===== config.mk =====
export PLATFORM = sky130hd
export DESIGN_NAME = minerTop
export DESIGN_NICKNAME = d
export VERILOG_FILES = /design/src/source/minerPkg.sv /design/src/source/shaPkg.sv /design/src/source/minerTop.sv /design/src/source/minerControl.sv /design/src/source/shaRounds.sv
export SDC_FILE = /design/constraint.sdc
export NUM_CORES = 2
export LEC_CHECK = 0
export ABC_AREA = 1
export BUFFER_PORTS_ARGS = -buffer_cell sky130_fd_sc_hd__buf_2
export CAP_MARGIN = 20
export CELL_PAD_IN_SITES_DETAIL_PLACEMENT = 0
export CELL_PAD_IN_SITES_GLOBAL_PLACEMENT = 2
export CORE_ASPECT_RATIO = 1.75
export CORE_MARGIN = 2
export CORE_UTILIZATION = 40
export CTS_BUF_LIST = sky130_fd_sc_hd__clkbuf_4 sky130_fd_sc_hd__clkbuf_8 sky130_fd_sc_hd__clkbuf_16
export CTS_CLUSTER_DIAMETER = 120
export DETAILED_ROUTE_END_ITERATION = 8
export PLACE_DENSITY_LB_ADDON = 0.1
export SLEW_MARGIN = 5
export SYNTH_ARGS = -nofsm -noshare
export SYNTH_HDL_FRONTEND = slang
export SYNTH_SLANG_ARGS = --single-unit

===== constraint.sdc =====
create_clock -name clock -period 30.2 [get_ports clock]
set_input_delay 3.02 -clock clock [delete_from_list [all_inputs] [get_ports clock]]
set_output_delay 3.02 -clock clock [all_outputs]
set_load 0.01 [all_outputs]

===== src/source/minerPkg.sv =====
package minerPkg;

	typedef logic [639:0] blockHeader; // byte 0 is the top byte.
	typedef logic [31:0] nonceValue;
	typedef logic [255:0] hashValue;
	typedef logic [255:0] targetValue;

	// the nonce is the last field of the header.
	localparam int headerNonceOffset = 0;

	localparam int headerLengthBits = 640;
	localparam int digestLengthBits = 256;

	// the second block carries 128 header bits, so 384 bits of padding follow.
	localparam logic [383:0] passTwoPadding = {
		1'b1,
		319'b0,
		64'(headerLengthBits)
	};

	// the final block carries the 256-bit digest.
	localparam logic [255:0] finalPadding = {
		1'b1,
		191'b0,
		64'(digestLengthBits)
	};

	typedef enum logic [2:0] {
		idle,
		passOne,
		passTwo,
		passFinal,
		check
	} minerState;

endpackage


===== src/source/shaPkg.sv =====
package shaPkg;

	typedef logic [31:0] shaWord;
	typedef logic [511:0] shaBlock;
	typedef logic [255:0] shaDigest; // H0 sits in the top word.

	localparam int shaRoundCount = 64;

	localparam shaDigest shaInitial = {
		32'h6a09e667, 32'hbb67ae85, 32'h3c6ef372, 32'ha54ff53a,
		32'h510e527f, 32'h9b05688c, 32'h1f83d9ab, 32'h5be0cd19
	};

	localparam shaWord shaRoundConstants [shaRoundCount] = '{
		32'h428a2f98, 32'h71374491, 32'hb5c0fbcf, 32'he9b5dba5,
		32'h3956c25b, 32'h59f111f1, 32'h923f82a4, 32'hab1c5ed5,
		32'hd807aa98, 32'h12835b01, 32'h243185be, 32'h550c7dc3,
		32'h72be5d74, 32'h80deb1fe, 32'h9bdc06a7, 32'hc19bf174,
		32'he49b69c1, 32'hefbe4786, 32'h0fc19dc6, 32'h240ca1cc,
		32'h2de92c6f, 32'h4a7484aa, 32'h5cb0a9dc, 32'h76f988da,
		32'h983e5152, 32'ha831c66d, 32'hb00327c8, 32'hbf597fc7,
		32'hc6e00bf3, 32'hd5a79147, 32'h06ca6351, 32'h14292967,
		32'h27b70a85, 32'h2e1b2138, 32'h4d2c6dfc, 32'h53380d13,
		32'h650a7354, 32'h766a0abb, 32'h81c2c92e, 32'h92722c85,
		32'ha2bfe8a1, 32'ha81a664b, 32'hc24b8b70, 32'hc76c51a3,
		32'hd192e819, 32'hd6990624, 32'hf40e3585, 32'h106aa070,
		32'h19a4c116, 32'h1e376c08, 32'h2748774c, 32'h34b0bcb5,
		32'h391c0cb3, 32'h4ed8aa4a, 32'h5b9cca4f, 32'h682e6ff3,
		32'h748f82ee, 32'h78a5636f, 32'h84c87814, 32'h8cc70208,
		32'h90befffa, 32'ha4506ceb, 32'hbef9a3f7, 32'hc67178f2
	};

endpackage

===== src/source/minerTop.sv =====
module minerTop
	import minerPkg::*;
	import shaPkg::*;
(
	input logic clock,
	input logic reset,
	input logic start,
	input blockHeader header,
	input nonceValue startNonce,
	input nonceValue lastNonce,
	input targetValue target,
	output logic busy,
	output logic found,
	output nonceValue foundNonce,
	output hashValue foundHash,
	output logic exhausted
);

	logic shaStart;
	logic shaDone;
	shaBlock shaBlockIn;
	shaDigest shaChainIn;
	shaDigest shaDigestOut;

	minerControl minerControl_i (
		.clock, .reset, .start, .header, .startNonce, .lastNonce, .target,
		.busy, .found, .foundNonce, .foundHash, .exhausted,
		.shaStart, .shaBlockIn, .shaChainIn, .shaDone, .shaDigestOut
	);

	shaRounds shaRounds_i (
		.clock, .reset, .shaStart, .shaBlockIn, .shaChainIn, .shaDone, .shaDigestOut
	);

endmodule


===== src/source/minerControl.sv =====
module minerControl
	import minerPkg::*;
	import shaPkg::*;
(
	input logic clock,
	input logic reset,
	input logic start,
	input blockHeader header,
	input nonceValue startNonce,
	input nonceValue lastNonce,
	input targetValue target,
	output logic busy,
	output logic found,
	output nonceValue foundNonce,
	output hashValue foundHash,
	output logic exhausted,
	output logic shaStart,
	output shaBlock shaBlockIn,
	output shaDigest shaChainIn,
	input logic shaDone,
	input shaDigest shaDigestOut
);

	minerState state;
	blockHeader headerReg;
	blockHeader nonceHeader;
	nonceValue nonceReg;
	nonceValue lastNonceReg;
	targetValue targetReg;
	shaDigest midDigest;
	hashValue hashReg;
	logic accept;
	logic hashBelow;
	logic lastReached;

	assign accept = start && !busy;
	assign hashBelow = hashReg < targetReg;
	assign lastReached = nonceReg == lastNonceReg;

	always_comb begin
		nonceHeader = headerReg;
		nonceHeader[headerNonceOffset +: 32] = {<<8{nonceReg}}; // low nonce byte lands in byte 76.
	end

	always_comb begin
		case (state)
			passTwo: begin
				shaBlockIn = {nonceHeader[127:0], passTwoPadding};
				shaChainIn = midDigest;
			end
			passFinal: begin
				// the core still shows the pass-two digest in the start cycle.
				shaBlockIn = {shaDigestOut, finalPadding};
				shaChainIn = shaInitial;
			end
			default: begin
				shaBlockIn = headerReg[639:128];
				shaChainIn = shaInitial;
			end
		endcase
	end

	always_ff @(posedge clock or posedge reset) begin
		if (reset) begin
			state <= idle;
			busy <= 1'b0;
			found <= 1'b0;
			exhausted <= 1'b0;
			shaStart <= 1'b0;
		end else begin
			found <= 1'b0;
			exhausted <= 1'b0;
			shaStart <= 1'b0;
			if (found || exhausted) begin
				busy <= 1'b0; // busy drops one cycle after the result pulse.
			end
			case (state)
				idle: if (accept) begin
					busy <= 1'b1;
					shaStart <= 1'b1;
					state <= passOne;
				end
				passOne: if (shaDone) begin
					shaStart <= 1'b1;
					state <= passTwo;
				end
				passTwo: if (shaDone) begin
					shaStart <= 1'b1;
					state <= passFinal;
				end
				passFinal: if (shaDone) begin
					state <= check;
				end
				check: begin
					if (hashBelow) begin
						found <= 1'b1;
						state <= idle;
					end else if (lastReached) begin
						exhausted <= 1'b1;
						state <= idle;
					end else begin
						shaStart <= 1'b1; // next nonce starts right away.
						state <= passOne;
					end
				end
				default: state <= idle;
			endcase
		end
	end

	always_ff @(posedge clock) begin
		if (accept) begin
			headerReg <= header;
			nonceReg <= startNonce;
			lastNonceReg <= lastNonce;
			targetReg <= target;
		end
		if (state == passOne && shaDone) begin
			midDigest <= shaDigestOut;
		end
		if (state == passFinal && shaDone) begin
			hashReg <= {<<8{shaDigestOut}}; // read the digest as a little-endian number.
		end
		if (state == check) begin
			if (hashBelow) begin
				foundNonce <= nonceReg;
				foundHash <= hashReg;
			end else begin
				nonceReg <= nonceReg + 32'd1;
			end
		end
	end

endmodule


===== src/source/shaRounds.sv =====
module shaRounds
	import shaPkg::*;
(
	input logic clock,
	input logic reset,
	input logic shaStart,
	input shaBlock shaBlockIn,
	input shaDigest shaChainIn,
	output logic shaDone,
	output shaDigest shaDigestOut
);

	shaWord schedule [16]; // schedule[0] is the word used by the current round.
	shaWord a, b, c, d, e, f, g, h;
	shaDigest chain;
	logic [5:0] roundIndex;
	logic running;
	shaWord temp1, temp2, nextWord;

	function automatic shaWord rotateRight(input shaWord x, input int n);
		return (x >> n) | (x << (32 - n));
	endfunction

	always_comb begin
		temp1 = h + (rotateRight(e, 6) ^ rotateRight(e, 11) ^ rotateRight(e, 25))
			+ ((e & f) ^ (~e & g)) + shaRoundConstants[roundIndex] + schedule[0];
		temp2 = (rotateRight(a, 2) ^ rotateRight(a, 13) ^ rotateRight(a, 22))
			+ ((a & b) ^ (a & c) ^ (b & c));
		// W[t+16] from the window W[t] .. W[t+15].
		nextWord = (rotateRight(schedule[14], 17) ^ rotateRight(schedule[14], 19)
			^ (schedule[14] >> 10))
			+ schedule[9]
			+ (rotateRight(schedule[1], 7) ^ rotateRight(schedule[1], 18) ^ (schedule[1] >> 3))
			+ schedule[0];
	end

	always_ff @(posedge clock or posedge reset) begin
		if (reset) begin
			running <= 1'b0;
			roundIndex <= '0;
			shaDone <= 1'b0;
		end else begin
			shaDone <= 1'b0;
			if (shaStart) begin
				running <= 1'b1;
				roundIndex <= '0;
			end else if (running) begin
				roundIndex <= roundIndex + 6'd1;
				if (roundIndex == 6'(shaRoundCount - 1)) begin
					running <= 1'b0;
					shaDone <= 1'b1; // the sum below is valid from here on.
				end
			end
		end
	end

	always_ff @(posedge clock) begin
		if (shaStart) begin
			for (int i = 0; i < 16; i++) begin
				schedule[i] <= shaBlockIn[511 - 32 * i -: 32];
			end
			{a, b, c, d, e, f, g, h} <= shaChainIn;
			chain <= shaChainIn;
		end else if (running) begin
			for (int i = 0; i < 15; i++) begin
				schedule[i] <= schedule[i + 1];
			end
			schedule[15] <= nextWord;
			h <= g;
			g <= f;
			f <= e;
			e <= d + temp1;
			d <= c;
			c <= b;
			b <= a;
			a <= temp1 + temp2;
		end
	end

	// Final add. The registers keep their values until the next load, so the digest holds too.
	assign shaDigestOut = {
		chain[255:224] + a,
		chain[223:192] + b,
		chain[191:160] + c,
		chain[159:128] + d,
		chain[127:96] + e,
		chain[95:64] + f,
		chain[63:32] + g,
		chain[31:0] + h
	};

endmodule


---- Yosys cells after proc, flatten, opt, wreduce, memory -nomap -nowiden ----
Memories as Yosys holds them, arrays and structs flattened.
Index checks and enable logic that the tools add are counted.
cells by class
  $add $sub $neg .......................... 20
  multiply operators ...................... 0
  div/mod/pow operators ................... 0
  order comparisons ....................... 2
  equality and inequality tests ........... 10
  shift operators ......................... 0
  muxes and demuxes ....................... 72
  bitwise logic cells ..................... 44
  reduce and logical (&&, ||, !) cells .... 10
operator list
  cell                                                             count
  32-bit 2-to-1 mux                                                37
  512-bit one-hot mux with 2 select lines                          1
  32-bit adder                                                     18
  32-bit bitwise XOR                                               9
  256-bit < comparator                                             1
  256-bit 2-to-1 mux                                               1
  32-bit bitwise AND                                               5
  32-bit by 1-bit adder with 32-bit output, second input constant  1
  32-bit == test                                                   1
  32-bit NOT                                                       1
  10-bit by 32-bit OR with 32-bit output                           1
  13-bit by 32-bit OR with 32-bit output                           1
  14-bit by 32-bit OR with 32-bit output                           1
  15-bit by 32-bit OR with 32-bit output                           1
  19-bit by 32-bit OR with 32-bit output                           1
  21-bit by 32-bit OR with 32-bit output                           1
  25-bit by 32-bit OR with 32-bit output                           1
  26-bit by 32-bit OR with 32-bit output                           1
  30-bit by 32-bit OR with 32-bit output                           1
  7-bit by 32-bit OR with 32-bit output                            1
  32-bit by 22-bit bitwise XOR with 32-bit output                  1
  32-bit by 29-bit bitwise XOR with 32-bit output                  1
  1-bit 2-to-1 mux                                                 24
  1-bit OR                                                         16
  20 further kinds                                                 31
word-level totals
  flip-flop bits (word level) ............. 2,287
  latch bits .............................. 0
  bits in writable memories ............... 512
  bits in read-only memories .............. 2,048
  input bits .............................. 963
  output and inout port bits .............. 291
  word-level logic and storage cells ...... 185
  memories kept ........................... 2
memories
  name                  words  width  rd ports  clocked after memory_dff  wr ports  RTL line         source
  (name not given)      64     32     1         0                         0         shaRounds.sv:26  + ((e & f) ^ (~e & g)) + shaRoundConstants[roundIndex] + schedule[0];
  shaRounds_i.schedule  16     32     16        0                         16        shaRounds.sv:13  shaWord schedule [16];

---- Depth between registers and ports, before layout ----
  word-level depth ........................ 10
  gate-level depth with buffers ........... 44
  depth with buffers taken out ............ 43

---- Cells and area by module ----
Synthesis repeated with hierarchy kept, for this count alone.
second synthesis, totals
  cell total of the unflattened synthesis .. 12,739
  area, all modules ....................... 140,105.6 sq um
by module, submodules not included
  module        instances  cells an instance  area an instance (sq um)  seq. area each (sq um)
  shaRounds     1          7,938              72,275.6                  30,949.7
  minerControl  1          4,801              67,830.1                  51,744.6

---- Least setup slack after synthesis ----
Ideal clock, no wire load.
  path kind ............................... input to register
  from .................................... in start
  to ...................................... reg minerControl_i.shaStart
  setup time .............................. 0.177 ns
  arrival time ............................ 29.951 ns
  data required time ...................... 30.023 ns
  setup slack ............................. 0.072 ns
  stages on the path ...................... 6
  path buffers ............................ 2
  path through ............................ inv_1 nor2_1 clkbuf_1 clkbuf_1 nand3_1 nand3_1
between the ends
  longest elaborated chain between the ends .. 3
ends and longest elaborated chain
  element                                RTL line            source
  start, declared                        minerTop.sv:7       input logic start,
  1-bit logical AND                      minerControl.sv:36  assign accept = start && !busy;
  net minerControl_i.accept              minerControl.sv:32  logic accept;
  1-bit 2-to-1 mux                       minerControl.sv:78  idle: if (accept) begin
  1-bit one-hot mux with 3 select lines  minerControl.sv:77  case (state)
  end signal, assigned                   minerControl.sv:80  shaStart <= 1'b1;
  end signal, assigned                   minerControl.sv:84  shaStart <= 1'b1;
  end signal, assigned                   minerControl.sv:88  shaStart <= 1'b1;
  end, declared                          minerControl.sv:17  output logic shaStart,
The timed path passes the listed nets, and every way through them passes these cells.
A chain may end at the register's enable or synchronous reset.

---- Final worst setup path ----
  from .................................... reg shaRounds_i.roundIndex[0]
  to ...................................... reg shaRounds_i.a[31] (data pin)
between the ends
  longest elaborated chain between the ends .. 9
ends and longest elaborated chain
  element                                                RTL line         source
  start, declared                                        shaRounds.sv:16  logic [5:0] roundIndex;
  start signal, assigned                                 shaRounds.sv:48  roundIndex <= roundIndex + 6'd1;
  6-bit NOT with 7-bit output (not written as such)      shaRounds.sv:26
  memory read 64 x 32 bit                                -
  32-bit 2-to-1 mux (not written as such) (2 in series)  shaRounds.sv:26
  32-bit adder (2 in series)                             shaRounds.sv:26
  32-bit adder                                           shaRounds.sv:76  a <= temp1 + temp2;
  32-bit 2-to-1 mux                                      shaRounds.sv:64  end else if (running) begin
  32-bit 2-to-1 mux                                      shaRounds.sv:58  if (shaStart) begin
  end signal, assigned                                   shaRounds.sv:62  {a, b, c, d, e, f, g, h} <= shaChainIn;
  end signal, assigned                                   shaRounds.sv:76
  end, declared                                          shaRounds.sv:14  shaWord a, b, c, d, e, f, g, h;
Every way passes these cells. The select of a mux whose other input is x is not followed.

==> out/results.txt <==
fraction of registers with async set/reset: 0.542%
status: completed
Overall Global Routing Usage: 31.8%
final instance area: 0.156 sq mm
commonest cells after routing, fill and taps aside: 2720 x edfxtp_1, 2019 x nand2_1, 1262 x inv_1
Slew Limit Fails: 0
clock slew seen by the registers of the worst setup and hold paths: 0.07 ns
Tightest Pin Transition: 1.34 ns
Post-Place Cell Area: 0.146 sq mm
total grt overflow: 0
RSZ-0062 raised after global routing: no
post-CTS sizing: 0
achievable clock frequency: 0.0996 GHz
Clock Latency Late Sink: 0.95 ns
Seq cells post-synth: 2767
met2 Use GR: 58.0%
Cells after DPL: 17000
Tcrit/Tclk final: 33.3%
I/O Pins: 1254
EDFF count, synth: 2720
sequential element share of the synthesized area: 61.5%
global routing met3 resource utilization: 3.39%
top post-synthesis cells by area: edfxtp_1 61%, ha_1 6.0%, nand2_1 5.6%, a21oi_1 3.8%, inv_1 3.5%
CTS root buffer: clkbuf_16
area grow syn2layout: 15.8%
Final setup viols: 0
Primary FF master, synth: edfxtp_1
Final Hold Fails: 0
Post-route DRC: 0
max_slew headroom: 11.0%
commonest non-fill, non-tap cell in the layout: edfxtp_1
Non-Filler Instances: 17600
most used cell, CP: inv_1
clk_skew: 0.0638 ns
routability cong.: 0.944
Routed Antenna Nets: 0
Synth top area share: 60.7%
H-tree Lvls: 5
vias in the first global route: 97400
area of the core: 0.335 sq mm
fillers: 31400
initial antenna violation count: 123
initial core utilization: 40.2%
NumNets Final: 14700
# rows: 281
Critical Path AT: 10.68 ns
Synth area leader: edfxtp_1
Die Wd: 442 microns
hpwl dp: 439000 microns
Critical Path Source Type: flop
Post-Syn Area: 0.134 sq mm
via count: 94900
synthesized area per cell: 11.5 sq um
Routed WL: 554000 microns
fin crit period: 10.04 ns
initial drt markers: 7479
GR Layer Usage met1: 34.6%
share of cells above drive strength 1: 16.0%
cts bufs inserted: 285
YS warnings: 0
CP max-delay cell: a311oi_1
CTS tree: built
post-CTS setup buffer count: 0
synthesized instance count: 11700
Setup Total Neg Slack: 0 ns
DR vias/cell: 5.39
critical path class: flop to flop
Port-buffer cells: 1221
Critical Path End Type: flop
wire per inst: 31.4 microns
CTS Sinks: 2767
Max Buffers Root-to-Sink: 4
crit path max fanout: 10
largest net degree at the start of global routing: 150
die height: 771 microns
worst hold-check path type: flop to flop
Critical Path Max Stage Delay: 1.11 ns
drt pass-1 iters: 7
CTS Hold Buffers Added: 0
GR peak layer: met2
Netlist cell types: 72
first-pass GRT wire length: 756000 microns
Critical Path RT: 30.84 ns
max cap viols: 0
DIE AREA: 0.341 sq mm
syn_nets: 13500
## logic make-up (layout without fill, tap and decap cells)
| logic type | count (synthesis) | in the layout | synth area share, % |
|---|---|---|---|
| mux | 1 | 1 | 0.00744 |
| compound gates | 2175 | 2175 | 9.70 |
| xor+xnor | 594 | 594 | 3.87 |
| buf+inv | 1665 | 3169 | 4.73 |
| other cells | 0 | 87 | 0 |
| fa+ha+maj | 851 | 851 | 8.99 |
| flops | 2767 | 2767 | 61.5 |
| simple gates | 3599 | 3599 | 11.2 |
## synth_stat cells, drive strengths merged (2+ instances only)
cell,number
nand2,2025
o221ai,6
clkbuf,325
buf,66
ha,648
a32o,4
a22oi,11
o211a,4
a311oi,7
o2111ai,9
nand3,379
o21a,10
nor3,106
o22ai,6
a22o,170
dfxtp,32
o211ai,48
nor4,46
fa,195
a211oi,10
o21ai,526
nand4,54
o21bai,49
and2,35
a21o,69
nand3b,6
o311ai,3
inv,1273
xnor2,234
edfxtp,2720
a21oi,1019
a221oi,130
and3,2
or2,159
nor2,787
maj3,8
o31ai,14
dfrtp,15
a31oi,54
xor2,360
a21boi,20
a2111oi,2
## critical path: cells and delay by family, from the launching register on
kind,cells,cell delay [ns]
xor+xnor,1,0.86
fa+ha+maj,7,3.03
simple gates,12,1.92
flops,1,0.38
buf+inv,8,1.15
compound gates,6,2.40
## area by class of cell
class,count,area (sq um),area share [%]
diodes,87,218,0.140
inverters,1274,4810,3.09
repair buffers,1389,7460,4.79
flip-flops and latches,2767,82700,53.1
multi-input cells,7220,45500,29.2
clock buffers,338,7560,4.86
well taps,4386,5490,3.53
clock inverters,168,1930,1.24
## routing by layer
| layer | routed length (microns) | share of wire [%] |
|---|---|---|
| met1 | 197000 | 35 |
| met2 | 290000 | 52 |
| met4 | 44800 | 8.1 |
| met3 | 23000 | 4.2 |
| met5 | 60 | 0.011 |
## path summary, 6_finish.rpt
check | from | end | slack, ns | cells past startpoint
hold / removal | minerControl_i.hashReg[212]$_DFFE_PP_ | minerControl_i.foundHash[212]$_DFFE_PP_ | 0.44 | 0
setup reg to reg | shaRounds_i.roundIndex[0]$_DFFE_PP0P_ | shaRounds_i.a[31]$_DFFE_PP_ | 20.16 | 34
min in group asynchronous | reset | shaRounds_i.roundIndex[1]$_DFFE_PP0P_ | 2.41 | 2
max in group asynchronous | reset | minerControl_i.shaStart$_DFF_PP0_ | 27.11 | 2
hold reg to reg | minerControl_i.hashReg[212]$_DFFE_PP_ | minerControl_i.foundHash[212]$_DFFE_PP_ | 0.44 | 0
setup / recovery | shaRounds_i.roundIndex[0]$_DFFE_PP0P_ | shaRounds_i.a[31]$_DFFE_PP_ | 20.16 | 34
## registers in the layout (all words and copies together) (netlist names), 6 cells and up
signal	flops
shaRounds_i.d	32
minerControl_i.lastNonceReg	32
minerControl_i.foundNonce	32
minerControl_i.targetReg	256
shaRounds_i.c	32
minerControl_i.headerReg	608
minerControl_i.nonceReg	32
shaRounds_i.e	32
minerControl_i.midDigest	256
shaRounds_i.b	32
shaRounds_i.h	32
shaRounds_i.schedule	512
shaRounds_i.f	32
minerControl_i.foundHash	256
minerControl_i.hashReg	256
shaRounds_i.roundIndex	6
shaRounds_i.a	32
shaRounds_i.chain	256
shaRounds_i.g	32
## through the flow
| step | hold WS [ns] | utilization, % | worst slack, ns |
|---|---|---|---|
| after global routing | 0.457 | 46.5 | 19.74 |
| after CTS | 0.440 | 46.4 | 20.24 |
| after detailed placement | 0.441 | 43.6 | 20.30 |
| after floorplan | 0.403 | - | 0.0721 |
| final | 0.445 | 46.5 | 20.16 |
| after global placement | 0.443 | 43.6 | 20.29 |
Power is not shown: default switching activity piles up to over one toggle a cycle in this logic, so the estimate is an artifact.
